<file path="src/hw/bru_pkg.sv">
// Shared widths and depths of the branch resolution path.
// A physical index is the architectural number in the high bits and the
// rename copy in the low RB bits. The branch kind is one-hot, high to low
// beq, bne, blt, bge, bltu, bgeu.
`default_nettype none

package bru_pkg;

	localparam int XLEN = 64; // register width

	localparam int ARCH_REGS = 32; // architectural registers x0..x31
	localparam int RB = 2; // bits of the rename copy index
	localparam int RP = 4; // rename copies per architectural register

	// 5 bits of architectural number followed by RB bits of copy
	localparam int PHY_AW = 7;
	localparam int PHY_REGS = ARCH_REGS * RP; // 128 physical registers

	localparam int BR_OP_W = 6; // one-hot branch kind

	// issue word is {br_op, rs1, rs2}
	localparam int ISSUE_INFO_W = BR_OP_W + 2 * PHY_AW; // 20 bits

	// execute word is {br_op, op1, op2}
	localparam int EXEPARAM_W = BR_OP_W + 2 * XLEN; // 134 bits

	localparam int FIFO_DEPTH = 4; // issue queue entries, power of two
	localparam int FIFO_AW = 2; // issue queue pointer width

endpackage

`default_nettype wire

</file>
<file path="src/hw/bru_execute.sv">
// Branch execute unit for BEQ, BNE, BLT, BGE, BLTU and BGEU.
// A result sits in one output register until res_ready takes it, so a new
// word is accepted only when that register is empty or draining.
`default_nettype none

module bru_execute (
	input  logic CLK,
	input  logic rst_n,

	input  logic exeparam_valid,
	input  logic [bru_pkg::EXEPARAM_W-1:0] exeparam,
	output logic exe_ready,

	output logic res_valid,
	output logic res_taken,
	input  logic res_ready
);

	logic beq;
	logic bne;
	logic blt;
	logic bge;
	logic bltu;
	logic bgeu;
	logic [bru_pkg::XLEN-1:0] op1;
	logic [bru_pkg::XLEN-1:0] op2;
	logic eq; // op1 == op2
	logic lt; // signed op1 < op2
	logic ltu; // unsigned op1 < op2
	logic taken;

	assign {beq, bne, blt, bge, bltu, bgeu, op1, op2} = exeparam;

	assign eq = (op1 == op2);
	assign lt = ($signed(op1) < $signed(op2));
	assign ltu = (op1 < op2);

	assign taken = (beq & eq) | (bne & ~eq) |
		(blt & lt) | (bge & ~lt) |
		(bltu & ltu) | (bgeu & ~ltu);

	assign exe_ready = ~res_valid | res_ready;

	always_ff @(posedge CLK) begin
		if (!rst_n) begin
			res_valid <= 1'b0;
		end else if (exe_ready) begin
			res_valid <= exeparam_valid; // refill or empty the result register
		end
	end

	always_ff @(posedge CLK) begin
		if (exe_ready && exeparam_valid) begin
			res_taken <= taken;
		end
	end

	a_res_stable: assert property (
		@(posedge CLK) disable iff (!rst_n)
		res_valid && !res_ready |=> res_valid && $stable(res_taken)
	) else $error("result changed while stalled");

endmodule

`default_nettype wire

</file>
<file path="config.mk">
export PLATFORM = sky130hd
export DESIGN_NAME = bru_execute
export DESIGN_NICKNAME = d
export VERILOG_FILES = /design/src/hw/bru_pkg.sv /design/src/hw/bru_execute.sv
export SDC_FILE = /design/constraint.sdc
export NUM_CORES = 1
export LEC_CHECK = 0
export BUFFER_PORTS_ARGS = -buffer_cell sky130_fd_sc_hd__clkbuf_2
export CAP_MARGIN = 20
export CORE_ASPECT_RATIO = 2
export CORE_MARGIN = 5
export CORE_UTILIZATION = 35
export DETAILED_ROUTE_END_ITERATION = 8
export HOLD_SLACK_MARGIN = 0.08
export PLACE_DENSITY = 0.76
export SETUP_SLACK_MARGIN = 0.4
export SLEW_MARGIN = 20
export SYNTH_ARGS = -nofsm -noshare
export SYNTH_HDL_FRONTEND = slang
export SYNTH_SLANG_ARGS = --single-unit
</file>
<file path="constraint.sdc">
create_clock -name CLK -period 3.4 [get_ports CLK]
set_input_delay 0.17 -clock CLK [delete_from_list [all_inputs] [get_ports CLK]]
set_output_delay 0.17 -clock CLK [all_outputs]
set_load 0.01 [all_outputs]
</file>
* Word-level counts from Yosys, hierarchy flattened
Index checks and enable logic that the tools add are counted.
W data, S select, Z words.
** Storage, ports and cells
- Flip-flop bits (word level) :: 2
- Input bits :: 138
- Output and inout port bits :: 3
- Word-level logic and storage cells :: 22
** Operators by class
- Magnitude comparators :: 2
- Eq/ne operators :: 1
- Bitwise gates (word level) :: 16
- Reductions and logical operators :: 1
** Operators by type and width (number)
- $lt A64 B64 Y1 :: 2
- $eq A64 B64 Y1 :: 1
- $and A1 B1 Y1 :: 6
- $or A1 B1 Y1 :: 6
- $not A1 Y1 :: 4
- $logic_and A1 B1 Y1 :: 1

* Depth between registers and ports, before layout
- Depth in word-level cells :: 8
- Gate-level depth with buffers :: 10
- Gate-level depth less buffers :: 10

* Worst setup path after synthesis
Ideal clock, no wire load.
- Kind :: input-to-reg
- From :: input exeparam[1] (netlist name)
- To :: register res_taken (data pin)
- Setup time :: 0.266 ns
- Arrival time :: 2.102 ns
- Data required time :: 3.134 ns
- Slack :: 1.032 ns
- Stages on the path :: 10
- Buffers on the path :: 0
- Cell sequence :: inv_1 ha_1 nor2b_1 o211ai_1 a21boi_0 or4_1 a2111oi_2 a22oi_2 nor2_1 nand4_1
** On the way
- Word-level cells in the longest chain between the ends :: 8
- Elaborated cells on any way between the ends :: 17
- Classes of those cells :: 2 x order compare; 1 x eq/ne; 14 x bitwise
** RTL lines
- from (decl) :: line bru_execute.sv:11 : input logic [bru_pkg::EXEPARAM_W-1:0] exeparam,
- parallel branches: the longest is 7 deep, another holds $lt A64 B64 Y1
- $or A1 B1 Y1 * :: line bru_execute.sv:40 : (bltu & ltu) | (bgeu & ~ltu);
- via taken :: line bru_execute.sv:30 : logic taken;
- to (signal assigned) :: line bru_execute.sv:54 : res_taken <= taken;
- to (decl) :: line bru_execute.sv:15 : output logic res_taken,
Mark *: on every way through the listed nets, which the timed path passes.
A chain may end at the register's enable or synchronous reset.

* Final worst setup path
- From :: input exeparam[15] (netlist name)
- To :: register res_taken (data pin)
The elaborated chain is that of the path after synthesis.

==> flow_summary.toml <==
[worst_setup_path]
crit_fanout = 3
r2r_end = "res_taken$_DFFE_PP_"
arrival_ns = 2.38
worst_r2r_path_depth = 2
rrSetupSlack_ns = 2.57
crit_path_start_kind = "input pin"
end_kind = "flip-flop"
required_ns = 3.35
rr_startpoint = "res_valid$_SDFFE_PN0N_"
worstSetupPathType = "input pin to flip-flop"

[timing]
skew_ns = 0.003439
period_minus_slack_ns = 2.428
fmax_ghz = 0.4119
rsz0062_at_grt = "false"
setup_viol = 0
setup-tns-final_ns = 0
maxSlewHeadroom_pct = 74.07
final_max_slew_viol_count = 0
hold_viol = 0
fin_crit_sh_pct = 71.40
worst_pin_slew_ns = 0.3883
fin_hold_ws_ns = 0.2046

[die]
placementRows = 36
initial_core_util_pct = 36.39
fp.coreArea_sq_um = 4910
die-height_microns = 111.0
io_pins = 141
die_area_sq_um = 6720
die_x_microns = 60.52

[drt]
ant_nets = 0
drt_first_pass_iters = 4
vias_per_cell = 4.938
drc_errors = 0
num_vias = 2212
drt_wl_total_microns = 5501
wl_per_cell_microns = 12.28
drtIter0Drc = 28

[synthesis]
synthFlopType = "edfxtp_1"
netlist_instances = 247
synth-async-reset-ratio_pct = 0
synth_top_family_by_area = "adder cells"
synth_fa_ha_area_share_pct = 44.82
synthSimpleGateAreaFrac_pct = 19.12
yosysWarnings = 0
ys_ff_latch = 2
synth_compound_area_share_pct = 18.42
synth.avg_cell_area_sq_um = 7.234
synth_edf_count = 1
synth_mux_area_share_pct = 0.5602
ys_types = 33
syn_area_sq_um = 1787
yosysSeqAreaShare_pct = 2.801
syn-num-nets = 449
synth-xor-area-share_pct = 0

[place]
place_inst = 444
io_buffers = 140
gp_congestion = 0.8811
dp_hpwl_microns = 5369

[grt]
grt_usage_pct = 15.74
grt_max_degree = 8
grt_pass1_vias = 2242
overflow = 0
antenna_found_initial = 0
grt_pass1_wl_microns = 8431

[clocking]
cts_hold_buffers = 0
insertion_delay_ns = 0.22
cts.sinks = 2
post_cts_buffers = 0
cts_max_path_buffers = 2
cts.clk_slew.worst_paths_ns = 0.03
cts_resized = 0
cts_tree = "built"
htree_num_levels = 1
numCtsBuffers = 3
clock-root-buffer = "clkbuf_8"

[layout]
post-route-util_pct = 53.03
stdcell_count = 448
drive_gt1_share_pct = 38.11
syn_to_final_growth_pct = 45.73
nets = 594
diodes = 0

[min_path]
hp-start = "exeparam_valid"
min_to = "res_valid$_SDFFE_PN0N_"
min_path_cells = 3
hp-class = "input pin to flip-flop"

[outcome]
run_status = "complete, no violations"

[power]
powerDensity_nw_per_um2 = 150.8
peakVddDrop_uv = 105.6
leakagePower_nw = 1.715

[run]
drv_cap = 0
[worst max path at each step]
| stage | start | end | slack [ns] | cells past startpoint |
|---|---|---|---|---|
| 4_1_cts | exeparam[15] | res_taken$_DFFE_PP_ | 0.96 | 11 |
| 3_3_place_gp | exeparam[15] | res_taken$_DFFE_PP_ | 0.86 | 11 |
| 5_1_grt | exeparam[1] | res_taken$_DFFE_PP_ | 0.85 | 11 |
| 6_report | exeparam[15] | res_taken$_DFFE_PP_ | 0.97 | 11 |
| 2_1_floorplan | exeparam[1] | res_taken$_DFFE_PP_ | 1.03 | 10 |
| 3_5_place_dp | exeparam[15] | res_taken$_DFFE_PP_ | 0.73 | 11 |
[registers in the layout, summed over array words and instances (netlist names)]
| register | count |
|---|---|
| res_taken | 1 |
| res_valid | 1 |
[placed cells by master (no fill, tap or decap), drive strengths merged, types with 3 or more instances in the layout]
| master | count |
|---|---|
| nand3 | 9 |
| a21oi | 25 |
| nand2 | 16 |
| inv | 68 |
| or4 | 3 |
| o21ai | 9 |
| a21o | 4 |
| nand2b | 4 |
| nor3 | 3 |
| nor2 | 3 |
| a221oi | 3 |
| nand4 | 15 |
| clkbuf | 144 |
| ha | 64 |
[logic make-up after synthesis]
| logic type | after synthesis |
|---|---|
| flip-flops | 2 |
| multiplexers | 1 |
| AO/OA/AOI/OAI | 52 |
| buffers and inverters | 68 |
| adder cells (fa/ha/maj) | 64 |
| AND/OR/NAND/NOR | 60 |
[power breakdown]
part	switching (mW)	internal [mW]
combinational	0.123	0.139
clock	0.0221	0.0798
sequential	0.000553	0.0276
[metal layers]
metal | up-vias | global-route usage (%) | share of wire (%)
met5 | - | 0 | 0
met4 | 0 | 4.197 | 1.5
met3 | 7 | 2.914 | 9.9
met2 | 91 | 33.45 | 59
met1 | 960 | 13.10 | 30
li1 | 1154 | - | -
[per-stage QoR]
step                      worst slack [ns]  total power, mW  area [sq um]
after global routing                0.8514           0.4374          2604
after floorplan                      1.032           0.1749          1787
final                               0.9724           0.3927          2604
after global placement              0.8565           0.2869          2559
after CTS                           0.9558           0.3996          2604
after detailed placement            0.7330           0.2939          2559
[critical path: stages]
cell	delay [ns]
clkbuf_2	0.08
inv_1	0.03
ha_1	0.31
nand4_1	0.16
nor3_1	0.09
a21boi_0	0.13
or4_1	0.57
a2111oi_2	0.47
a22oi_2	0.13
nor2_1	0.12
nand4_1	0.11
[cells in the mapped netlist, drive strengths merged (3+ instances only)]
master / number / area share, %
inv: 68 / 14
ha: 64 / 45
a21oi: 25 / 7.0
nand2: 16 / 3.4
nand4: 15 / 5.6
nand3: 9 / 2.5
o21ai: 9 / 2.5
a21o: 4 / 1.7
nand2b: 4 / 1.4
a221oi: 3 / 1.5
nor2: 3 / 1.1
nor3: 3 / 0.84
or4: 3 / 1.5
[cell type report]
cell class | instances | area, sq um
fill | 501 | 2306
multi-input combinational | 177 | 1481
timing repair buffer | 140 | 700.7
inverter | 68 | 255.2
tap | 57 | 71.32
sequential | 2 | 50.05
clock buffer | 4 | 45.04
Note: power is estimated with default switching activity, not from simulation.
