===== src/hw/bru_pkg.sv =====
// Shared widths and depths of the branch resolution path.
// A physical index is the architectural number in the high bits and the
// rename copy in the low RB bits. The branch kind is one-hot, high to low
// beq, bne, blt, bge, bltu, bgeu.
`default_nettype none

package bru_pkg;

	localparam int XLEN = 64; // register width

	localparam int ARCH_REGS = 32; // architectural registers x0..x31
	localparam int RB = 2; // bits of the rename copy index
	localparam int RP = 4; // rename copies per architectural register

	// 5 bits of architectural number followed by RB bits of copy
	localparam int PHY_AW = 7;
	localparam int PHY_REGS = ARCH_REGS * RP; // 128 physical registers

	localparam int BR_OP_W = 6; // one-hot branch kind

	// issue word is {br_op, rs1, rs2}
	localparam int ISSUE_INFO_W = BR_OP_W + 2 * PHY_AW; // 20 bits

	// execute word is {br_op, op1, op2}
	localparam int EXEPARAM_W = BR_OP_W + 2 * XLEN; // 134 bits

	localparam int FIFO_DEPTH = 4; // issue queue entries, power of two
	localparam int FIFO_AW = 2; // issue queue pointer width

endpackage

`default_nettype wire


===== src/hw/bru_issue.sv =====
// Branch issue stage.
// Holds the queue head until both sources are marked written, then reads
// the operands and registers them toward execute. The execute register
// holds while exe_ready is low, and the queue does not pop then.
`default_nettype none

module bru_issue (
	input  logic CLK,
	input  logic rst_n,

	// issue queue side
	input  logic fifo_empty,
	input  logic [bru_pkg::ISSUE_INFO_W-1:0] fifo_head,
	output logic fifo_pop,

	// register file side
	output logic [bru_pkg::PHY_AW-1:0] rs1,
	output logic [bru_pkg::PHY_AW-1:0] rs2,
	input  logic [bru_pkg::XLEN-1:0] rs1_data,
	input  logic [bru_pkg::XLEN-1:0] rs2_data,
	input  logic rs1_ready,
	input  logic rs2_ready,

	// execute side
	input  logic exe_ready,
	output logic exeparam_valid,
	output logic [bru_pkg::EXEPARAM_W-1:0] exeparam
);

	logic [bru_pkg::BR_OP_W-1:0] br_op; // one-hot branch kind of the head
	logic clear_raw; // head present and both sources written

	// the source indices of the head word go straight to the register file
	assign {br_op, rs1, rs2} = fifo_head;

	assign clear_raw = ~fifo_empty & rs1_ready & rs2_ready;

	// a pop only happens when the execute register can take the new word
	assign fifo_pop = clear_raw & exe_ready;

	always_ff @(posedge CLK) begin
		if (!rst_n) begin
			exeparam_valid <= 1'b0;
		end else if (exe_ready) begin
			exeparam_valid <= clear_raw; // drops to 0 when the head is still waiting
		end
	end

	always_ff @(posedge CLK) begin
		if (fifo_pop) begin
			exeparam <= {br_op, rs1_data, rs2_data};
		end
	end

	// decode in execute relies on exactly one kind bit
	a_op_onehot: assert property (
		@(posedge CLK) disable iff (!rst_n)
		fifo_pop |-> $onehot(br_op)
	) else $error("branch kind is not one-hot at issue");

endmodule

`default_nettype wire


===== config.mk =====
export PLATFORM = sky130hd
export DESIGN_NAME = bru_issue
export DESIGN_NICKNAME = d
export VERILOG_FILES = /design/src/hw/bru_pkg.sv /design/src/hw/bru_issue.sv
export SDC_FILE = /design/constraint.sdc
export NUM_CORES = 1
export LEC_CHECK = 0
export BUFFER_PORTS_ARGS = -buffer_cell sky130_fd_sc_hd__buf_2
export CAP_MARGIN = 20
export CORE_AREA = 3 3 116 118
export DETAILED_ROUTE_END_ITERATION = 8
export DIE_AREA = 0 0 119 121
export GPL_TIMING_DRIVEN = 0
export HOLD_SLACK_MARGIN = 0.12
export PLACE_DENSITY = 0.79
export SETUP_SLACK_MARGIN = 0.15
export SLEW_MARGIN = 20
export SYNTH_ARGS = -nofsm -noshare
export SYNTH_HDL_FRONTEND = slang
export SYNTH_SLANG_ARGS = --single-unit

===== constraint.sdc =====
create_clock -name CLK -period 5.62 [get_ports CLK]
set_clock_uncertainty 0.05 [all_clocks]
set_input_delay 0.843 -clock CLK [delete_from_list [all_inputs] [get_ports CLK]]
set_output_delay 0.843 -clock CLK [all_outputs]
set_load 0.005 [all_outputs]

== Yosys cells after proc, flatten, opt, wreduce, memory -nomap -nowiden ==
Cells that the tools add are included.

* Input bits: 154
* Register bits after elaboration: 135
* Output and inout port bits: 150

* Bitwise operators: 4

{| class="wikitable"
|+ Operators by type and width
! cell !! number
|-
| 1-bit bitwise AND || 3
|-
| 1-bit inverter || 1
|}

== Depth between registers and ports, before layout ==
Gate-level depths: netlist of run 1.

* Depth after elaboration: 4
* Depth in mapped cells: 2
* Depth with buffers taken out: 2

== Least setup slack after synthesis of run 1 ==
OpenSTA, ideal clock, no wires.

* Path type: input -> output
* Start point: input fifo_empty
* End point: output fifo_pop
* Stages on the path: 1
* Arrival time: 4.139 ns
* Slack: 0.588 ns
* Path through: and4b_1

* Cells in the longest elaborated chain, start to end: 4

{| class="wikitable"
|+ Ends and longest elaborated chain
! element !! line !! source
|-
| from (decl) || bru_issue.sv:12 || <nowiki>input logic fifo_empty,</nowiki>
|-
| 1-bit inverter || bru_issue.sv:36 || <nowiki>assign clear_raw = ~fifo_empty & rs1_ready & rs2_ready;</nowiki>
|-
| 1-bit bitwise AND (2 in series) || bru_issue.sv:36 ||
|-
| 1-bit bitwise AND || bru_issue.sv:39 || <nowiki>assign fifo_pop = clear_raw & exe_ready;</nowiki>
|-
| to (decl) || bru_issue.sv:14 || <nowiki>output logic fifo_pop,</nowiki>
|}

Every way passes these cells.

== Worst setup path in the final report of run 1 ==
Ends and elaborated chain as after synthesis.

==> flow_metrics.py, run 1 <==
metrics = {
    "drt": {
        "antenna_left": 0,
        "drc": 0,
        "drt_iter0_markers": 83,
        "routedWlPerCell_um": 14.8,
        "dr.pass1.iters": 4,
        "dr_total_vias": 2607,
        "viasPerCell": 4.03,
        "routed_wl_um": 9600,
    },
    "die": {
        "core-area_um2": 12600,
        "die_h_um": 121,
        "die-area_um2": 14400,
        "dieWidth_um": 119,
        "core.rowCount": 41,
        "initial_utilization_pct": 33.2,
        "io_pins": 304,
    },
    "grt": {
        "overflow": 0,
        "use_met3_pct": 8.44,
        "grt_pass1_wl_um": 13800,
        "met1_usage_pct": 12.7,
        "track_usage_pct": 13.1,
        "grtUsageMet2_pct": 22.1,
        "antenna_found_initial": 0,
        "top_usage_layer": "met2",
        "grt_pass1_vias": 2682,
        "grt_max_degree": 58,
    },
    "synthesis": {
        "syn_avg_cell_area_um2": 27.5,
        "yosysSeqAreaShare_pct": 96.8,
        "ys_warn_count": 0,
        "ys_types": 6,
        "synth_nets": 306,
        "synth_area_um2": 4180,
        "syn_inst": 152,
        "ys_ff_latch": 135,
    },
    "timing": {
        "relSlewSlack_pct": 69.7,
        "worstMarginPinSlew_ns": 0.455,
        "grt_setup_unrepaired": "no",
        "final.setup.tns_ns": 0,
        "finalHoldViolations": 0,
        "fin_crit_sh_pct": 47.2,
        "fin_crit_ns": 2.65,
        "setup_violations": 0,
        "hold_slack_ns": 0.545,
        "clock.fmax_mhz": 377,
        "slew_viol_final": 0,
    },
    "flow_run": {
        "drv_cap": 0,
    },
    "cells_and_area": {
        "final_cell_count_no_fill": 647,
        "area_growth_pct": 57.2,
        "multi_input_comb_area_um2": 31.3,
        "regArea_um2": 4040,
        "layout-drive-gt1-share_pct": 70.9,
        "antenna_cells": 0,
        "design.final.nets": 616,
        "fillers": 1023,
        "postLayoutCellArea_um2": 6570,
    },
    "place": {
        "dp_cells": 615,
        "placedInstanceArea_um2": 5900,
        "gp_congestion": 0.768,
        "port_buffers": 289,
        "hpwl_um": 7580,
    },
    "outcome": {
        "status": "finished clean",
    },
    "setup_path": {
        "arrival_ns": 1.76,
        "path_max_fanout": 27,
        "crit_required_ns": 4.73,
        "worst-setup-path-type": "in -> out",
        "start_kind": "primary input",
        "end_kind": "primary output",
    },
    "power_and_ir_drop": {
        "seq_power_share_pct": 46.0,
        "vdd_drop_max_uv": 194,
        "swShare_pct": 17.8,
        "p_leak_nw": 2.79,
        "p_int_mw": 2.05,
        "pwr_density_cell_nw_per_um2": 380,
        "p_clk_share_pct": 49.7,
        "pwr-share-comb_pct": 4.2,
        "power.switching_uw": 444,
    },
    "clock_tree": {
        "clock-sinks": 135,
        "cts_max_path_buffers": 2,
        "cts_root_buf": "clkbuf_16",
        "insertion_delay_ns": 0.41,
        "cts_setup_buffers": 0,
        "cts-htree-levels": 4,
        "clkSlewWorstSetupHoldPaths_ns": 0.06,
        "numCtsBuffers": 17,
        "tritoncts": "done",
        "ctsHoldBuffers": 0,
        "cts_resized": 0,
    },
    "min_path": {
        "hold_path_class": "reg -> reg",
    },
}
-- power by group through the flow --
stage / sequential (mW) / clock, mW / combinational [mW]
floorplan: 1.18 / 0 / 0.0153
global placement: 1.17 / 0 / 0.102
detailed placement: 1.17 / 0 / 0.108
CTS: 1.15 / 1.27 / 0.108
global route: 1.15 / 1.31 / 0.117
finish: 1.15 / 1.24 / 0.106
-- per-stage QoR --
step	power, mW	utilization [%]	setup slack [ns]
2_1_floorplan	1.19	-	0.588
3_3_place_gp	1.27	46.5	-0.835
3_5_place_dp	1.28	46.9	2.95
4_1_cts	2.52	52.3	2.95
5_1_grt	2.58	52.3	2.90
6_report	2.49	52.3	2.97
-- path summary, 6_finish.rpt --
path | slack, ns | end | cells past startpoint | startpoint
hold / removal | 0.55 | exeparam_valid | 2 | exeparam_valid
hold reg to reg | 0.55 | exeparam_valid | 2 | exeparam_valid
setup / recovery | 2.97 | fifo_pop | 3 | fifo_empty
setup reg to reg | 4.85 | exeparam_valid | 2 | exeparam_valid
-- metal layers --
metal,vias to the layer above,part of all wire [%]
met5,-,0
met4,0,1.1
met3,11,14
met2,195,52
met1,1183,33
li1,1218,-
-- registers in the layout, summed over array words and instances (netlist names) --
signal and count:
exeparam 134, exeparam_valid 1
-- worst max-delay path, stage by stage --
cell and delay [ns]:
buf_2 0.09, and4b_4 0.62, buf_2 0.20
-- Yosys cell counts --
library cell,instances,share of area (%)
edfxtp_1,134,96
buf_4,14,2.5
and2b_4,1,0.24
and4b_1,1,0.24
dfxtp_1,1,0.48
o21a_1,1,0.18
-- layout make-up --
type	instances	share of cell area, %
clock inverter	12	3.41
sequential	135	61.6
tap	172	3.28
timing repair buffer	291	22.9
clock buffer	20	6.80
multi-input combinational	3	0.476
buffer	14	1.60
-- cells in the final DEF (no fill, tap or decap) --
| cell type | n |
|---|---|
| o21a_1 | 1 |
| clkbuf_1 | 2 |
| clkinv_2 | 2 |
| dfxtp_1 | 1 |
| inv_6 | 1 |
| edfxtp_1 | 134 |
| and2b_4 | 1 |
| buf_2 | 289 |
| clkinvlp_4 | 1 |
| clkinv_4 | 2 |
| buf_4 | 14 |
| buf_16 | 2 |
| bufinv_16 | 6 |
| and4b_4 | 1 |
| clkbuf_16 | 17 |
| clkbuf_8 | 1 |
-- cell families (layout without fill, tap and decap cells) --
group | Yosys count | in the layout | synth area share [%]
buf+inv | 14 | 337 | 2.52
simple gates | 2 | 2 | 0.479
compound gates | 1 | 1 | 0.180
flops | 135 | 135 | 96.8
No activity file was read; power rests on OpenSTA's default activity.
==> run 2: changes to the inputs <==
==> constraint.sdc (replaced) <==
create_clock -name CLK -period 2.7 [get_ports CLK]
set_clock_uncertainty 0.05 [all_clocks]
set_input_delay 0.405 -clock CLK [delete_from_list [all_inputs] [get_ports CLK]]
set_output_delay 0.405 -clock CLK [all_outputs]
set_load 0.005 [all_outputs]
==> run 2 against run 1 <==
The run now fails in clock tree synthesis. Synthesized cell count is the same. Synthesized area unchanged.
==> flow_metrics.py, run 2 <==
metrics = {
    "clock_tree": {
        "cts_root_buf": "clkbuf_16",
        "cts_setup_buffers": 0,
        "cts_max_path_buffers": 2,
        "ctsHoldBuffers": 130,
        "cts_resized": 0,
        "clock-sinks": 135,
        "numCtsBuffers": 17,
        "cts-htree-levels": 4,
    },
    "synthesis": {
        "synth-main-ff-cell": "edfxtp_1",
        "synth_area_leader_cell": "edfxtp_1",
        "yosysTopAreaCellShare_pct": 96.3,
        "synthTopCellsByArea": "edfxtp_1 (96%), buf_4 (2.5%), dfxtp_1 (0.48%), and2b_4 (0.24%), and4b_1 (0.24%)",
        "synth_area_um2": 4180,
        "syn_avg_cell_area_um2": 27.5,
        "ys_types": 6,
        "synth_common_cells": "edfxtp_1 (134), buf_4 (14)",
        "yosysSeqAreaShare_pct": 96.8,
        "synth.most_common_cell": "edfxtp_1",
        "ys_ff_latch": 135,
        "async_reset_ff_share_pct": 0,
        "synth_edf_count": 134,
        "ys_warn_count": 0,
        "synth_nets": 306,
        "syn_inst": 152,
    },
    "die": {
        "core.rowCount": 41,
        "die_h_um": 121,
        "dieWidth_um": 119,
        "io_pins": 304,
        "initial_utilization_pct": 33.2,
    },
    "place": {
        "hpwl_um": 7680,
        "gp_congestion": 0.732,
        "port_buffers": 289,
    },
    "outcome": {
        "stop_stage": "clock tree synthesis",
        "status": "aborted with a tool error",
        "error_line": "[ERROR RSZ-0060] Max buffer count reached.",
    },
}
-- run 2: through the flow --
stage / setup slack, ns / area (um2) / cells / hold slack, ns / utilization [%]
global placement: -0.181 / 5840 / 613 / 0.515 / 46.5
detailed placement: 0.600 / 5900 / 615 / 0.528 / 46.9
floorplan: 0.494 / 4180 / 152 / 0.454 / -
-- run 2: logic make-up after synthesis --
kind of cell,count (synthesis),synth area share [%]
compound gates,1,0.180
buf+inv,14,2.52
flops,135,96.8
simple gates,2,0.479
==> run 3: changes to the inputs <==
--- a/config.mk
+++ b/config.mk
@@ -11,9 +11,7 @@
 export DETAILED_ROUTE_END_ITERATION = 8
 export DIE_AREA = 0 0 119 121
 export GPL_TIMING_DRIVEN = 0
-export HOLD_SLACK_MARGIN = 0.12
-export PLACE_DENSITY = 0.79
-export SETUP_SLACK_MARGIN = 0.15
+export PLACE_DENSITY_LB_ADDON = 0.15
 export SLEW_MARGIN = 20
 export SYNTH_ARGS = -nofsm -noshare
 export SYNTH_HDL_FRONTEND = slang
==> run 3 against run 2 <==
The run now ends clean.
==> flow_metrics.py, run 3 (synthesized netlist as in run 1, its figures left out) <==
metrics = {
    "die": {
        "die-area_um2": 14400,
        "io_pins": 304,
        "core.rowCount": 41,
        "initial_utilization_pct": 33.2,
        "core-area_um2": 12600,
        "dieWidth_um": 119,
        "die_h_um": 121,
    },
    "timing": {
        "setup_slack_ns": 0.887,
        "setup_violations": 0,
        "grt_setup_unrepaired": "no",
        "hold_slack_ns": 0.118,
        "fin_crit_ns": 1.81,
        "fin_crit_sh_pct": 67.1,
        "slew_viol_final": 0,
        "relSlewSlack_pct": 67.3,
        "finalHoldViolations": 0,
        "final.setup.tns_ns": 0,
        "clock.fmax_mhz": 552,
        "worstMarginPinSlew_ns": 0.490,
    },
    "cells_and_area": {
        "final_util_pct": 51.5,
        "antenna_cells": 0,
        "final_cell_count_no_fill": 648,
        "reg_top3": "exeparam (134), exeparam_valid (1)",
        "layout-drive-gt1-share_pct": 70.6,
        "largest-register": "exeparam",
        "design.final.nets": 617,
        "largest_reg_flops": 134,
        "layout_commonest_cell": "buf_2",
        "final_cell_mix": "buf_2 (289), edfxtp_1 (134), clkbuf_16 (17)",
        "area_growth_pct": 54.9,
        "postLayoutCellArea_um2": 6470,
    },
    "grt": {
        "antenna_found_initial": 2,
        "grt_pass1_vias": 2755,
        "overflow": 0,
        "grt_max_degree": 48,
        "track_usage_pct": 14.3,
        "grt_pass1_wl_um": 14900,
    },
    "setup_path": {
        "reg2reg_depth": 2,
        "path_max_fanout": 33,
        "cp-endpoint": "fifo_pop",
        "arrival_ns": 1.36,
        "start_kind": "primary input",
        "critPathLaunch": "fifo_empty",
        "worst-setup-path-type": "in -> out",
        "r2r_setup_slack_ns": 1.94,
        "timing.rr.end": "exeparam_valid",
        "end_kind": "primary output",
        "crit_required_ns": 2.25,
        "r2r-start": "exeparam_valid",
    },
    "power_and_ir_drop": {
        "vdd_drop_max_uv": 370,
        "total_power_mw": 4.81,
        "pwr_density_cell_nw_per_um2": 743,
        "p_leak_nw": 2.75,
    },
    "clock_tree": {
        "tritoncts": "done",
        "cts_max_path_buffers": 2,
        "cts_resized": 0,
        "cts_setup_buffers": 0,
        "cts_root_buf": "clkbuf_16",
        "cts-htree-levels": 4,
        "insertion_delay_ns": 0.41,
        "numCtsBuffers": 17,
        "clock-sinks": 135,
        "ctsHoldBuffers": 0,
        "clkSlewWorstSetupHoldPaths_ns": 0.06,
    },
    "place": {
        "gp_congestion": 0.723,
        "port_buffers": 289,
        "dp_cells": 616,
        "dpl_worst_slack_ns": 0.562,
        "placedInstanceArea_um2": 5900,
    },
    "drt": {
        "routed_wl_um": 10400,
        "viasPerCell": 4.03,
        "routedWlPerCell_um": 16.0,
        "drc": 0,
        "dr.pass1.iters": 4,
        "drt_iter0_markers": 99,
        "dr_total_vias": 2610,
        "antenna_left": 0,
    },
    "flow_run": {
        "drv_cap": 0,
    },
    "min_path": {
        "hold_path_class": "in -> reg",
    },
    "outcome": {
        "status": "finished clean",
    },
}
==> run 3: power by group <==
part | internal, mW | switching, mW | leakage (nW)
Sequential | 2.38 | 0.0132 | 1.23
Clock | 1.40 | 0.798 | 0.281
Combinational | 0.132 | 0.0886 | 1.24
Total | 3.91 | 0.900 | 2.75
==> run 3: final cells by class <==
| type | instances | area [um2] |
|---|---|---|
| repair buffers | 292 | 1510 |
| clock inverters | 9 | 101 |
| fillers | 1065 | 6100 |
| flip-flops and latches | 135 | 4040 |
| well taps | 172 | 215 |
| plain buffers | 14 | 105 |
| clock buffers | 23 | 468 |
| multi-input cells | 3 | 31.3 |
==> run 3: worst min-delay path by stage <==
stage / start / to / cells past startpoint
2_1_floorplan: rs2_data[0] / exeparam[0] / 0
3_3_place_gp: exeparam_valid / exeparam_valid / 2
3_5_place_dp: exeparam_valid / exeparam_valid / 2
4_1_cts: rs1_data[7] / exeparam[71] / 1
5_1_grt: rs2_data[40] / exeparam[40] / 1
6_report: rs2_data[27] / exeparam[27] / 1
==> run 3: routing by layer <==
metal | vias to the layer above | GRT usage, % | part of all wire [%]
li1 | 1218 | - | -
met1 | 1194 | 13.8 | 33
met2 | 174 | 23.2 | 51
met3 | 20 | 9.28 | 14
met4 | 4 | 7.89 | 2.1
met5 | - | 0 | 0.19
==> run 3: worst max-delay path, cell delays in order <==
cell     delay (ns)
buf_2          0.09
and4b_4        0.65
buf_2          0.20
==> run 4: changes to the inputs <==
--- a/config.mk
+++ b/config.mk
@@ -5,6 +5,7 @@
 export SDC_FILE = /design/constraint.sdc
 export NUM_CORES = 1
 export LEC_CHECK = 0
+export ABC_AREA = 1
 export BUFFER_PORTS_ARGS = -buffer_cell sky130_fd_sc_hd__buf_2
 export CAP_MARGIN = 20
 export CORE_AREA = 3 3 116 118
==> constraint.sdc (replaced) <==
create_clock -name CLK -period 1.7 [get_ports CLK]
set_clock_uncertainty 0.05 [all_clocks]
set_input_delay 0.255 -clock CLK [delete_from_list [all_inputs] [get_ports CLK]]
set_output_delay 0.255 -clock CLK [all_outputs]
set_load 0.005 [all_outputs]
==> run 4 against run 3 <==
The flow now stops in clock tree synthesis. Synthesized area up 0.48%. Synthesized cell count up 4.6%.
==> flow_metrics.py, run 4 <==
metrics = {
    "die": {
        "die_h_um": 121,
        "core.rowCount": 41,
        "io_pins": 304,
        "initial_utilization_pct": 33.4,
        "dieWidth_um": 119,
    },
    "synthesis": {
        "synth-main-ff-cell": "edfxtp_1",
        "synth-xor-area-share_pct": 0,
        "synth.most_common_cell": "edfxtp_1",
        "synth_nets": 313,
        "synth_area_leader_cell": "edfxtp_1",
        "ys_warn_count": 0,
        "synth_common_cells": "edfxtp_1 (134), buf_4 (14), inv_1 (5)",
        "synth-simple-area-share_pct": 0.477,
        "ys_ff_latch": 135,
        "synth.area.mux_share_pct": 0,
        "synth_top_family_by_area": "buffers and inverters",
        "synth_area_um2": 4200,
        "yosysSeqAreaShare_pct": 96.4,
        "synthTopCellsByArea": "edfxtp_1 (96%), buf_4 (2.5%), dfxtp_1 (0.48%), inv_1 (0.45%), a21oi_2 (0.21%)",
        "synth_edf_count": 134,
        "yosysTopAreaCellShare_pct": 95.9,
        "yosys.area_share.adder_pct": 0,
        "async_reset_ff_share_pct": 0,
        "ys_types": 8,
        "syn_avg_cell_area_um2": 26.4,
        "synth-compound-area-share_pct": 0.209,
        "syn_inst": 159,
    },
    "clock_tree": {
        "cts_root_buf": "clkbuf_16",
        "clock-sinks": 135,
        "cts_resized": 0,
        "ctsHoldBuffers": 132,
        "cts-htree-levels": 4,
        "cts_max_path_buffers": 2,
        "numCtsBuffers": 17,
        "cts_setup_buffers": 0,
    },
    "outcome": {
        "status": "aborted with a tool error",
        "stop_stage": "clock tree synthesis",
        "error_line": "[ERROR RSZ-0060] Max buffer count reached.",
    },
    "place": {
        "placedInstanceArea_um2": 5930,
        "port_buffers": 289,
        "gp_congestion": 0.720,
        "hpwl_um": 7960,
    },
}
[run 4: kinds of logic after synthesis]
logic type / after synthesis
buf+inv: 19
flops: 135
simple gates: 4
compound gates: 1
[run 4: through the flow]
step                      cells  setup WS (ns)  setup TNS [ns]
after detailed placement    623         -0.518          -41.88
after global placement      620          -2.05         -275.81
after floorplan             159          -1.15         -153.99
