[config.mk]
export PLATFORM = sky130hd
export DESIGN_NAME = bru_issue_fifo
export DESIGN_NICKNAME = d
export VERILOG_FILES = /design/src/hw/bru_pkg.sv /design/src/hw/bru_issue_fifo.sv
export SDC_FILE = /design/constraint.sdc
export NUM_CORES = 1
export LEC_CHECK = 0
export ABC_AREA = 1
export BUFFER_PORTS_ARGS = -buffer_cell sky130_fd_sc_hd__buf_2
export CAP_MARGIN = 30
export CORE_MARGIN = 5
export CORE_UTILIZATION = 60
export CTS_BUF_LIST = sky130_fd_sc_hd__clkbuf_8
export DETAILED_ROUTE_END_ITERATION = 12
export GPL_TIMING_DRIVEN = 0
export PLACE_DENSITY_LB_ADDON = 0.1
export SLEW_MARGIN = 20
export SYNTH_ARGS = -nofsm -noshare
export SYNTH_HDL_FRONTEND = slang
export SYNTH_SLANG_ARGS = --single-unit
[constraint.sdc]
create_clock -name CLK -period 2 [get_ports CLK]
set_input_delay 0.3 -clock CLK [delete_from_list [all_inputs] [get_ports CLK]]
set_output_delay 0.3 -clock CLK [all_outputs]
set_load 0.03 [all_outputs]
[src/hw/bru_pkg.sv]
// Shared widths and depths of the branch resolution path.
// A physical index is the architectural number in the high bits and the
// rename copy in the low RB bits. The branch kind is one-hot, high to low
// beq, bne, blt, bge, bltu, bgeu.
`default_nettype none

package bru_pkg;

	localparam int XLEN = 64; // register width

	localparam int ARCH_REGS = 32; // architectural registers x0..x31
	localparam int RB = 2; // bits of the rename copy index
	localparam int RP = 4; // rename copies per architectural register

	// 5 bits of architectural number followed by RB bits of copy
	localparam int PHY_AW = 7;
	localparam int PHY_REGS = ARCH_REGS * RP; // 128 physical registers

	localparam int BR_OP_W = 6; // one-hot branch kind

	// issue word is {br_op, rs1, rs2}
	localparam int ISSUE_INFO_W = BR_OP_W + 2 * PHY_AW; // 20 bits

	// execute word is {br_op, op1, op2}
	localparam int EXEPARAM_W = BR_OP_W + 2 * XLEN; // 134 bits

	localparam int FIFO_DEPTH = 4; // issue queue entries, power of two
	localparam int FIFO_AW = 2; // issue queue pointer width

endpackage

`default_nettype wire

[src/hw/bru_issue_fifo.sv]
// In-order issue queue for branch issue words.
// The head is read straight from storage, so a pushed word shows up one
// cycle after the push and never falls through. The caller must not push
// while full or pop while empty.
`default_nettype none

module bru_issue_fifo (
	input  logic CLK,
	input  logic rst_n,

	input  logic push,
	input  logic [bru_pkg::ISSUE_INFO_W-1:0] push_data,
	input  logic pop,

	output logic full,
	output logic empty,
	output logic [bru_pkg::ISSUE_INFO_W-1:0] head
);

	logic [bru_pkg::ISSUE_INFO_W-1:0] mem [bru_pkg::FIFO_DEPTH]; // entry storage
	logic [bru_pkg::FIFO_AW-1:0] wr_ptr; // next slot to write
	logic [bru_pkg::FIFO_AW-1:0] rd_ptr; // slot at the head
	logic [bru_pkg::FIFO_AW:0] count; // one extra bit so full is distinct from empty

	always_ff @(posedge CLK) begin
		if (push) begin
			mem[wr_ptr] <= push_data;
		end
	end

	always_ff @(posedge CLK) begin
		if (!rst_n) begin
			wr_ptr <= '0;
			rd_ptr <= '0;
			count <= '0;
		end else begin
			if (push) begin
				wr_ptr <= wr_ptr + 1'b1; // wraps since depth is a power of two
			end
			if (pop) begin
				rd_ptr <= rd_ptr + 1'b1;
			end
			case ({push, pop})
				2'b10: count <= count + 1'b1;
				2'b01: count <= count - 1'b1;
				default: count <= count; // both or neither leave occupancy alone
			endcase
		end
	end

	assign full = (count == (bru_pkg::FIFO_AW + 1)'(bru_pkg::FIFO_DEPTH));
	assign empty = (count == '0);
	assign head = mem[rd_ptr];

	a_no_push_full: assert property (
		@(posedge CLK) disable iff (!rst_n)
		push |-> !full
	) else $error("issue queue pushed while full");

	a_no_pop_empty: assert property (
		@(posedge CLK) disable iff (!rst_n)
		pop |-> !empty
	) else $error("issue queue popped while empty");

endmodule

`default_nettype wire

# Word level (Yosys, flattened, before mapping)

Memory sizes are Yosys's and may differ from the RTL's. A register that Yosys moved wholly into a read port is not among the register bits.
Index checks and enable logic that the tools add are counted.
W data, S select, Z words.

Bits in latches: 0
Output and inout bits: 22
Memories kept: 1
Logic and storage cells: 18
Bits in registers: 7
Input bits: 24
Bits in read-only memories: 0
Bits in writable memories: 80

Muxes and demuxes: 5
Order comparisons: 0
Bitwise operators: 0
Shifts and indexed selects: 0
Multiply operators: 0
Reduce and logical (&&, ||, !) cells: 2
Eq/ne operators: 3
Div/mod/pow operators: 0
Add/subtract/negate cells: 4

Memory list:

| name | words | width | read ports | clocked after Yosys merged registers in | write ports | RTL line             | source |
|---|---|---|---|---|---|---|---|
| mem  | 4     | 20    | 1          | 1                                       | 1           | bru_issue_fifo.sv:20 | `logic [bru_pkg::ISSUE_INFO_W-1:0] mem [bru_pkg::FIFO_DEPTH];` |

Operators with widths:

| cell                  | count |
|---|---|
| $pmux W3 S2           | 1 |
| $add A2 B1 Y2 const B | 2 |
| $mux W2               | 2 |
| $add A3 B1 Y3 const B | 1 |
| $eq A3 B3 Y1 const B  | 1 |
| $logic_not A3 Y1      | 1 |
| $sub A3 B1 Y3 const B | 1 |
| $eq A2 B1 Y1 const B  | 1 |
| $eq A2 B2 Y1 const B  | 1 |
| $mux W1               | 2 |
| $reduce_bool A2 Y1    | 1 |

# Depth between registers and ports, before layout

Gate-level depths: netlist of run 1.

Depth in word-level cells: 3
Gate-level depth with buffers: 10
Mapped depth without buffers: 10

# Worst setup path after synthesis of run 1

Ideal clock, no wire load.

Path kind: register to output
Start: register (tool-made name)
End: output head[0] (netlist bit)
Cell stages (with the launch flop): 5
Data arrival time: 1.165 ns
Data required time: 1.700 ns
Setup slack: 0.535 ns
Path buffers: 1
Cell sequence: dfxtp_1 inv_1 clkbuf_1 o21ai_1 o22ai_1

RTL lines:

| item          | RTL line             | source |
|---|---|---|
| end, declared | bru_issue_fifo.sv:17 | `output logic [bru_pkg::ISSUE_INFO_W-1:0] head` |

==> results of run 1 <==
==> worst max-delay path: cells and delay by family, from the launching register on <==
family	cells	cell delay [ps]
buf+inv	3	570
flops	1	320
compound gates	2	310
==> through the flow <==
stage	area (um^2)	utilization
floorplan	3380	-
global placement	3700	0.671
detailed placement	3700	0.671
CTS	3910	0.710
global route	3910	0.711
finish	3910	0.711
==> layout make-up <==
type | instances | area share
Buffer | 12 | 0.0160
Clock buffer | 9 | 0.0317
Clock inverter | 7 | 0.0217
Inverter | 17 | 0.0163
Multi-Input combinational cell | 133 | 0.174
Sequential cell | 89 | 0.660
Tap cell | 72 | 0.0230
Timing Repair Buffer | 45 | 0.0576
==> layer usage <==
metal  vias to the layer above  part of all wire  global-route usage
met5                         -                 0                   0
met1                      1022              0.42               0.242
met4                         0             0.019               0.108
met3                        12             0.062              0.0398
met2                        65              0.50               0.311
li1                       1024                 -                   -
==> sequential cells by signal (all words and copies together), names as in the netlist, named ones only <==
name    flops
count       3
rd_ptr      2
mem        80
wr_ptr      2
==> final timing paths <==
| path | to | slack, ps | from |
|---|---|---|---|
| hold / removal | mem[3][13]$_DFFE_PP_ | 160 | push_data[13] |
| setup reg to reg | mem[0][19]$_DFFE_PP_ | 300 | wr_ptr[0]$_SDFFE_PN0P_ |
| hold reg to reg | rd_ptr[1]$_SDFFE_PN0P_ | 490 | rd_ptr[1]$_SDFFE_PN0P_ |
| setup / recovery | head[9] | 150 | register |
==> synth_stat cells <==
master	number	area (um^2)
edfxtp_1	80	2400
nor2_1	43	161
o21ai_1	40	200
o22ai_1	20	125
inv_1	16	60.1
dfxtp_1	9	180
nand2_1	9	33.8
buf_2	8	40.0
o21ai_0	6	30.0
a21oi_1	5	25.0
ha_1	5	62.6
clkbuf_1	4	15.0
nor3_1	2	10.0
fa_1	1	20.0
inv_2	1	3.75
nand3_1	1	5.00
nand4_1	1	6.26
==> power groups by stage <==
stage	Clock (mW)	Combinational (mW)	Sequential, mW
finish	1.27	0.488	2.14
global route	1.38	0.536	2.15
CTS	1.29	0.491	2.14
detailed placement	0	0.488	2.18
global placement	0	0.480	2.18
floorplan	0	0.323	2.18
==> kinds of logic (layout without fill, tap and decap cells) <==
kind of cell,count (synthesis),count (layout),synth area share
buffers and inverters,29,90,0.0352
AND/OR/NAND/NOR,56,56,0.0640
AO/OA/AOI/OAI,71,71,0.113
adder cells (fa/ha/maj),6,6,0.0244
flip-flops,89,89,0.764
==> results.py, run 1 <==
metrics = {
    "power_and_ir_drop": {
        "ir_drop_v": 0.000645,
        "share_seq_of_total_power": 0.549,
        "switchingPower_uw": 956,
        "fin_total_pwr_mw": 3.90,
        "pwr-share-comb": 0.125,
        "p_int_mw": 2.94,
        "clock_power_share": 0.326,
        "power_density_nw_per_um2": 997,
        "netSwitchingFraction": 0.245,
        "p_leak_nw": 1.48,
    },
    "cells_and_area": {
        "fillers": 379,
        "layout_commonest_cell": "edfxtp_1",
        "post_route_cells_drive_above_1_share": 0.228,
        "n_antenna_cell": 0,
        "stdcell_count": 384,
        "syn2layout_area_growth_pct": 15.7,
        "nets": 337,
        "final_cell_mix": "edfxtp_1, buf_2, nor2_1, o21ai_1, o22ai_1",
        "register_area_um2": 2580,
        "multi_input_area_um2": 679,
    },
    "floorplanning": {
        "row_count": 27,
        "start_util": 0.614,
        "coreArea_um2": 5510,
        "die_h_um": 85.1,
        "ios": 46,
        "die_x_um": 85.1,
        "dieArea_um2": 7240,
    },
    "sta": {
        "slew_headroom": 0.390,
        "fin_crit_sh": 0.927,
        "rsz0062_at_grt": "no",
        "finClkSkew_ps": 5.05,
        "setup_viol": 0,
        "period_needed_ps": 1850,
        "hold_violations": 0,
        "final.setup.tns_ps": 0,
        "report.final.slew_viol_count": 0,
        "whs_ps": 163,
        "worst_slew_pin_slew_ps": 914,
        "postLayoutSetupSlackWorst_ps": 145,
        "fmax_mhz": 539,
    },
    "logic_synthesis": {
        "ys_warn_count": 0,
        "synth_cell_types": 17,
        "synth_fp_nets": 281,
        "ys_seq_area_frac": 0.764,
        "avgSynthCellArea_um2": 13.5,
        "netlist_area_um2": 3380,
        "ys_ff_latch": 89,
        "syn-instance-count": 251,
    },
    "clock_network": {
        "cts_buffer_depth": 2,
        "path_clk_slew_ps": 80,
        "htree_num_levels": 3,
        "holdBufCountCts": 0,
        "clockRootBuffer": "clkbuf_8",
        "insertion_delay_ps": 340,
        "cts_sinks": 89,
        "cts_tree": "done",
        "cts_setup_buffers": 0,
        "cts_buffers": 9,
        "cts_resized": 2,
    },
    "place": {
        "dp.final_hpwl_mm": 3.79,
        "io_buffer_count": 45,
        "dp_cells": 368,
        "dp_slack_ps": 286,
        "gp_congestion": 0.740,
    },
    "worst_setup_path": {
        "worstRegToRegCells": 4,
        "end_kind": "output pin",
        "cp_max_fo": 10,
        "slowest_stage": "dfxtp_1",
        "start_kind": "register",
        "cpPeakStageDelay_ps": 320,
        "arrival_ps": 1550,
        "crit_type": "reg -> out",
        "path_cells": "inv_1 -> clkbuf_2 -> o21ai_1 -> o22ai_1 -> buf_2",
        "crit_required_ps": 1700,
    },
    "global_routing": {
        "grt_pass1_vias": 2129,
        "grt_remaining_overflow": 0,
        "grt_max_degree": 21,
        "grt_pass1_wl_mm": 10.3,
        "gr-usage-all-layers": 0.192,
        "antenna_found_initial": 0,
    },
    "drt": {
        "via_per_inst": 5.53,
        "routed_wl_mm": 6.34,
        "drc": 0,
        "drtAntennaViolNets": 0,
        "drt_first_pass_iters": 4,
        "vias": 2123,
        "wl_per_cell_um": 16.5,
        "drtIter0Drc": 173,
    },
    "run": {
        "maxCapViolations": 0,
    },
    "hold_path": {
        "hold_path_class": "in -> reg",
        "hold_depth": 1,
    },
    "status": {
        "status": "finished, final reports clean",
    },
}
Note: power is estimated with default switching activity, not from simulation.
==> run 2: changes to the inputs <==
- PLACE_DENSITY_LB_ADDON: 0.1 -> 0.25
==> results.py, run 2 (synthesis gave the netlist of run 1 again) <==
metrics = {
    "cells_and_area": {
        "final_cell_mix": "edfxtp_1, buf_2, nor2_1, o21ai_1, o22ai_1",
        "post-route-cell-area_um2": 3900,
        "n_antenna_cell": 0,
        "nets": 338,
        "post_route_cells_drive_above_1_share": 0.230,
        "syn2layout_area_growth_pct": 15.3,
        "layout_commonest_cell": "edfxtp_1",
        "reg.largest.list": "mem (80), count (3)",
        "top_register": "mem",
        "largest_reg_flops": 80,
    },
    "global_routing": {
        "gr-usage-all-layers": 0.184,
        "grt_pass1_vias": 2144,
        "grt_remaining_overflow": 0,
        "grt_max_degree": 21,
        "antenna_found_initial": 0,
        "grt_pass1_wl_mm": 10.1,
    },
    "floorplanning": {
        "start_util": 0.614,
        "die_x_um": 85.1,
        "ios": 46,
        "dieArea_um2": 7240,
        "coreArea_um2": 5510,
        "row_count": 27,
        "die_h_um": 85.1,
    },
    "power_and_ir_drop": {
        "switchingPower_uw": 962,
        "clock_power_share": 0.304,
        "ir_drop_v": 0.000534,
        "netSwitchingFraction": 0.255,
        "p_int_mw": 2.82,
        "fin_total_pwr_mw": 3.78,
        "share_seq_of_total_power": 0.566,
        "pwr-share-comb": 0.130,
        "power_density_nw_per_um2": 970,
        "p_leak_nw": 1.47,
    },
    "worst_setup_path": {
        "end_kind": "output pin",
        "arrival_ps": 1670,
        "cpPeakStageDelay_ps": 380,
        "slowest_stage": "clkbuf_1",
        "path_cells": "inv_1 -> clkbuf_1 -> o21ai_1 -> o22ai_1 -> buf_2",
        "crit_type": "reg -> out",
        "crit_required_ps": 1700,
        "start_kind": "register",
        "cp_max_fo": 10,
    },
    "clock_network": {
        "insertion_delay_ps": 340,
        "cts_buffers": 9,
        "htree_num_levels": 3,
        "clockRootBuffer": "clkbuf_8",
        "cts_sinks": 89,
        "cts_setup_buffers": 0,
        "path_clk_slew_ps": 80,
        "cts_buffer_depth": 2,
        "cts_tree": "done",
    },
    "sta": {
        "setup_viol": 0,
        "finClkSkew_ps": 6.93,
        "fmax_mhz": 507,
        "period_needed_ps": 1970,
        "fin_crit_sh": 0.986,
        "rsz0062_at_grt": "yes",
        "hold_violations": 0,
        "report.final.slew_viol_count": 0,
        "slew_headroom": 0.403,
        "worst_slew_pin_slew_ps": 894,
        "final.setup.tns_ps": 0,
    },
    "run": {
        "maxCapViolations": 0,
    },
    "drt": {
        "drtAntennaViolNets": 0,
        "drt_first_pass_iters": 4,
        "routed_wl_mm": 6.26,
        "wl_per_cell_um": 16.3,
        "drc": 0,
        "via_per_inst": 5.41,
        "drtIter0Drc": 179,
        "vias": 2083,
    },
    "place": {
        "io_buffer_count": 45,
        "postPlaceCellArea_um2": 3700,
        "dp.final_hpwl_mm": 3.77,
        "gp_congestion": 0.699,
    },
    "hold_path": {
        "hold_path_class": "in -> reg",
    },
    "status": {
        "status": "finished, final reports clean",
    },
}
-- run 2: cell count changes in the layout (fill, tap and decap cells not counted) --
cell        delta
clkbuf_1       +1
buf_2          +1
clkbuf_4       -1
clkinv_4       -1
bufinv_16      -1
clkinv_1       -2
buf_8          +1
clkinvlp_4     +1
clkbuf_2       -2
clkinv_2       +3
buf_1          +1
-- run 2: what timing repair did --
| action | 4_1_cts | 5_1_grt |
|---|---|---|
| gates resized for setup | 0 | 5 |
| hold buffers | 0 | 0 |
| endpoints found under the setup margin | 0 | 17 |
-- run 2: area by class of cell --
| cell class | count | area (um^2) |
|---|---|---|
| Buffer | 12 | 57.6 |
| Clock buffer | 9 | 124 |
| Clock inverter | 7 | 61.3 |
| Fill cell | 382 | 1610 |
| Inverter | 17 | 63.8 |
| Multi-Input combinational cell | 133 | 679 |
| Sequential cell | 89 | 2580 |
| Tap cell | 72 | 90.1 |
| Timing Repair Buffer | 46 | 240 |
-- run 2: worst max-delay path: cells and delay by family, from the launching register on --
kind	cells	cell delay (ps)
buffers and inverters	3	690
AO/OA/AOI/OAI	2	320
flip-flops	1	330
-- run 2: path summary, 6_finish.rpt --
kind | startpoint | endpoint | slack, ps | cells past startpoint
min reg2reg | rd_ptr[1]$_SDFFE_PN0P_ | rd_ptr[1]$_SDFFE_PN0P_ | 480 | 1
max | register | head[4] | 30 | 5
min | push_data[4] | mem[1][4]$_DFFE_PP_ | 170 | 1
max reg2reg | wr_ptr[0]$_SDFFE_PN0P_ | mem[2][10]$_DFFE_PP_ | 340 | 4
-- run 2: power groups by stage --
stage	clock, mW	sequential (mW)	combinational [mW]
2_1_floorplan	0	2.18	0.323
3_3_place_gp	0	2.18	0.477
3_5_place_dp	0	2.18	0.487
4_1_cts	1.17	2.14	0.489
5_1_grt	1.26	2.15	0.537
6_report	1.15	2.14	0.492
-- run 2: per-stage QoR --
stage / worst slack, ps / instances / hold WS (ps) / utilization
final: 28.9 / 385 / 168 / 0.708
after global routing: -69.3 / 385 / 145 / 0.708
after CTS: 6.49 / 384 / 150 / 0.705
after detailed placement: 321 / 368 / 451 / 0.671
after global placement: 315 / 368 / 430 / 0.671
after floorplan: 535 / 251 / 399 / -
-- run 2: per-layer routing --
metal	vias up	global-route usage	routed length, um
met4	0	0.0748	72
li1	1024	-	-
met1	992	0.242	2690
met2	60	0.290	3090
met3	7	0.0544	411
met5	-	0	0
==> run 3: changes to the inputs <==
==> constraint.sdc (replaced) <==
create_clock -name CLK -period 2 [get_ports CLK]
set_input_delay 0.1 -clock CLK [delete_from_list [all_inputs] [get_ports CLK]]
set_output_delay 0.1 -clock CLK [all_outputs]
set_load 0.03 [all_outputs]
==> results.py, run 3 (synthesis gave the netlist of run 1 again) <==
metrics = {
    "status": {
        "status": "finished, final reports clean",
    },
    "cells_and_area": {
        "post_route_cells_drive_above_1_share": 0.208,
        "nets": 357,
        "layout_commonest_cell": "edfxtp_1",
        "largest_reg_flops": 80,
        "final_cell_mix": "edfxtp_1, buf_2, nor2_1, o21ai_1",
        "syn2layout_area_growth_pct": 20.7,
        "n_antenna_cell": 0,
        "top_register": "mem",
        "reg.largest.list": "mem (80), count (3)",
    },
    "floorplanning": {
        "die_x_um": 85.1,
        "start_util": 0.614,
        "coreArea_um2": 5510,
        "ios": 46,
        "row_count": 27,
        "die_h_um": 85.1,
        "dieArea_um2": 7240,
    },
    "drt": {
        "wl_per_cell_um": 16.2,
        "drtAntennaViolNets": 0,
        "drc": 0,
        "drtIter0Drc": 192,
        "vias": 2173,
        "drt_first_pass_iters": 4,
        "routed_wl_mm": 6.55,
        "via_per_inst": 5.38,
    },
    "place": {
        "dp_slack_ps": 321,
        "gp_congestion": 0.699,
        "io_buffer_count": 45,
        "dp.final_hpwl_mm": 3.77,
    },
    "sta": {
        "slew_headroom": 0.390,
        "finClkSkew_ps": 7.48,
        "setup_viol": 0,
        "report.final.slew_viol_count": 0,
        "fin_crit_sh": 0.893,
        "hold_violations": 0,
        "worst_slew_pin_slew_ps": 915,
        "postLayoutSetupSlackWorst_ps": 215,
        "final.setup.tns_ps": 0,
        "period_needed_ps": 1790,
        "fmax_mhz": 560,
        "rsz0062_at_grt": "no",
    },
    "global_routing": {
        "antenna_found_initial": 0,
        "grt_remaining_overflow": 0,
        "grt_max_degree": 21,
        "gr-usage-all-layers": 0.190,
        "grt_pass1_wl_mm": 10.4,
        "grt_pass1_vias": 2189,
    },
    "worst_setup_path": {
        "start_kind": "register",
        "crit_required_ps": 1900,
        "slowest_stage": "clkbuf_1",
        "cpPeakStageDelay_ps": 380,
        "arrival_ps": 1690,
        "crit_type": "reg -> out",
        "cp_max_fo": 10,
        "path_cells": "inv_1 -> clkbuf_1 -> o21ai_1 -> o22ai_1 -> buf_2",
        "end_kind": "output pin",
    },
    "clock_network": {
        "clockRootBuffer": "clkbuf_8",
        "path_clk_slew_ps": 80,
        "cts_resized": 0,
        "cts_sinks": 89,
        "htree_num_levels": 3,
        "cts_buffers": 9,
        "cts_buffer_depth": 2,
        "cts_tree": "done",
        "insertion_delay_ps": 340,
    },
    "hold_path": {
        "hold_path_class": "in -> reg",
    },
    "power_and_ir_drop": {
        "power_density_nw_per_um2": 934,
        "p_leak_nw": 1.54,
        "ir_drop_v": 0.000491,
    },
    "run": {
        "maxCapViolations": 0,
    },
}
==> run 3: cell count changes in the layout (fill, tap and decap cells not counted), sizes merged <==
cell / previous run / this run
buf: 55 / 53
dlygate4sd3: 0 / 20
clkbuf: 12 / 13
==> run 3: critical path, delay by kind of cell, from the launching register on <==
kind                   cells  cell delay [ps]
buffers and inverters      3              680
DFF                        1              330
AOI/OAI and AO/OA          2              330
==> run 3: layout make-up <==
class / count / area, um^2
fillers: 369 / 1430
inverters: 17 / 63.8
plain buffers: 12 / 55.1
repair buffers: 65 / 425
multi-input cells: 133 / 679
clock inverters: 7 / 61.3
flip-flops and latches: 89 / 2580
well taps: 72 / 90.1
clock buffers: 9 / 124
==> run 3: per-stage QoR <==
step	hold WS [ps]	cell area, um^2	util	total power, mW	std cells
after global placement	313	3700	0.671	2.66	368
after floorplan	199	3380	-	2.50	251
final	37.8	4080	0.741	3.81	404
after detailed placement	317	3700	0.671	2.67	368
after global routing	43.6	4080	0.741	3.97	404
after CTS	21.6	4080	0.741	3.83	404
==> run 3: final timing paths <==
| kind | start | endpoint | slack (ps) | cells past startpoint |
|---|---|---|---|---|
| max | register | head[9] | 210 | 5 |
| min | rst_n | count[2]$_SDFFE_PN0P_ | 40 | 3 |
| max reg2reg | wr_ptr[0]$_SDFFE_PN0P_ | mem[0][10]$_DFFE_PP_ | 300 | 4 |
| min reg2reg | rd_ptr[1]$_SDFFE_PN0P_ | rd_ptr[1]$_SDFFE_PN0P_ | 470 | 1 |
==> run 3: routing by layer <==
metal / track usage / part of all wire
met1: 0.250 / 0.41
met2: 0.308 / 0.51
met3: 0.0485 / 0.074
met4: 0.0705 / 0.0063
met5: 0 / 0
==> run 3: repair_timing <==
action                                 CTS  global route
buffers inserted                         0             0
endpoints found under the hold margin   80             0
hold buffers                            20             0
==> run 3: power by group <==
part / switching [mW] / total (mW) / internal [mW]
sequential: 0.0265 / 2.14 / 2.11
combinational: 0.358 / 0.520 / 0.162
clock: 0.587 / 1.15 / 0.564
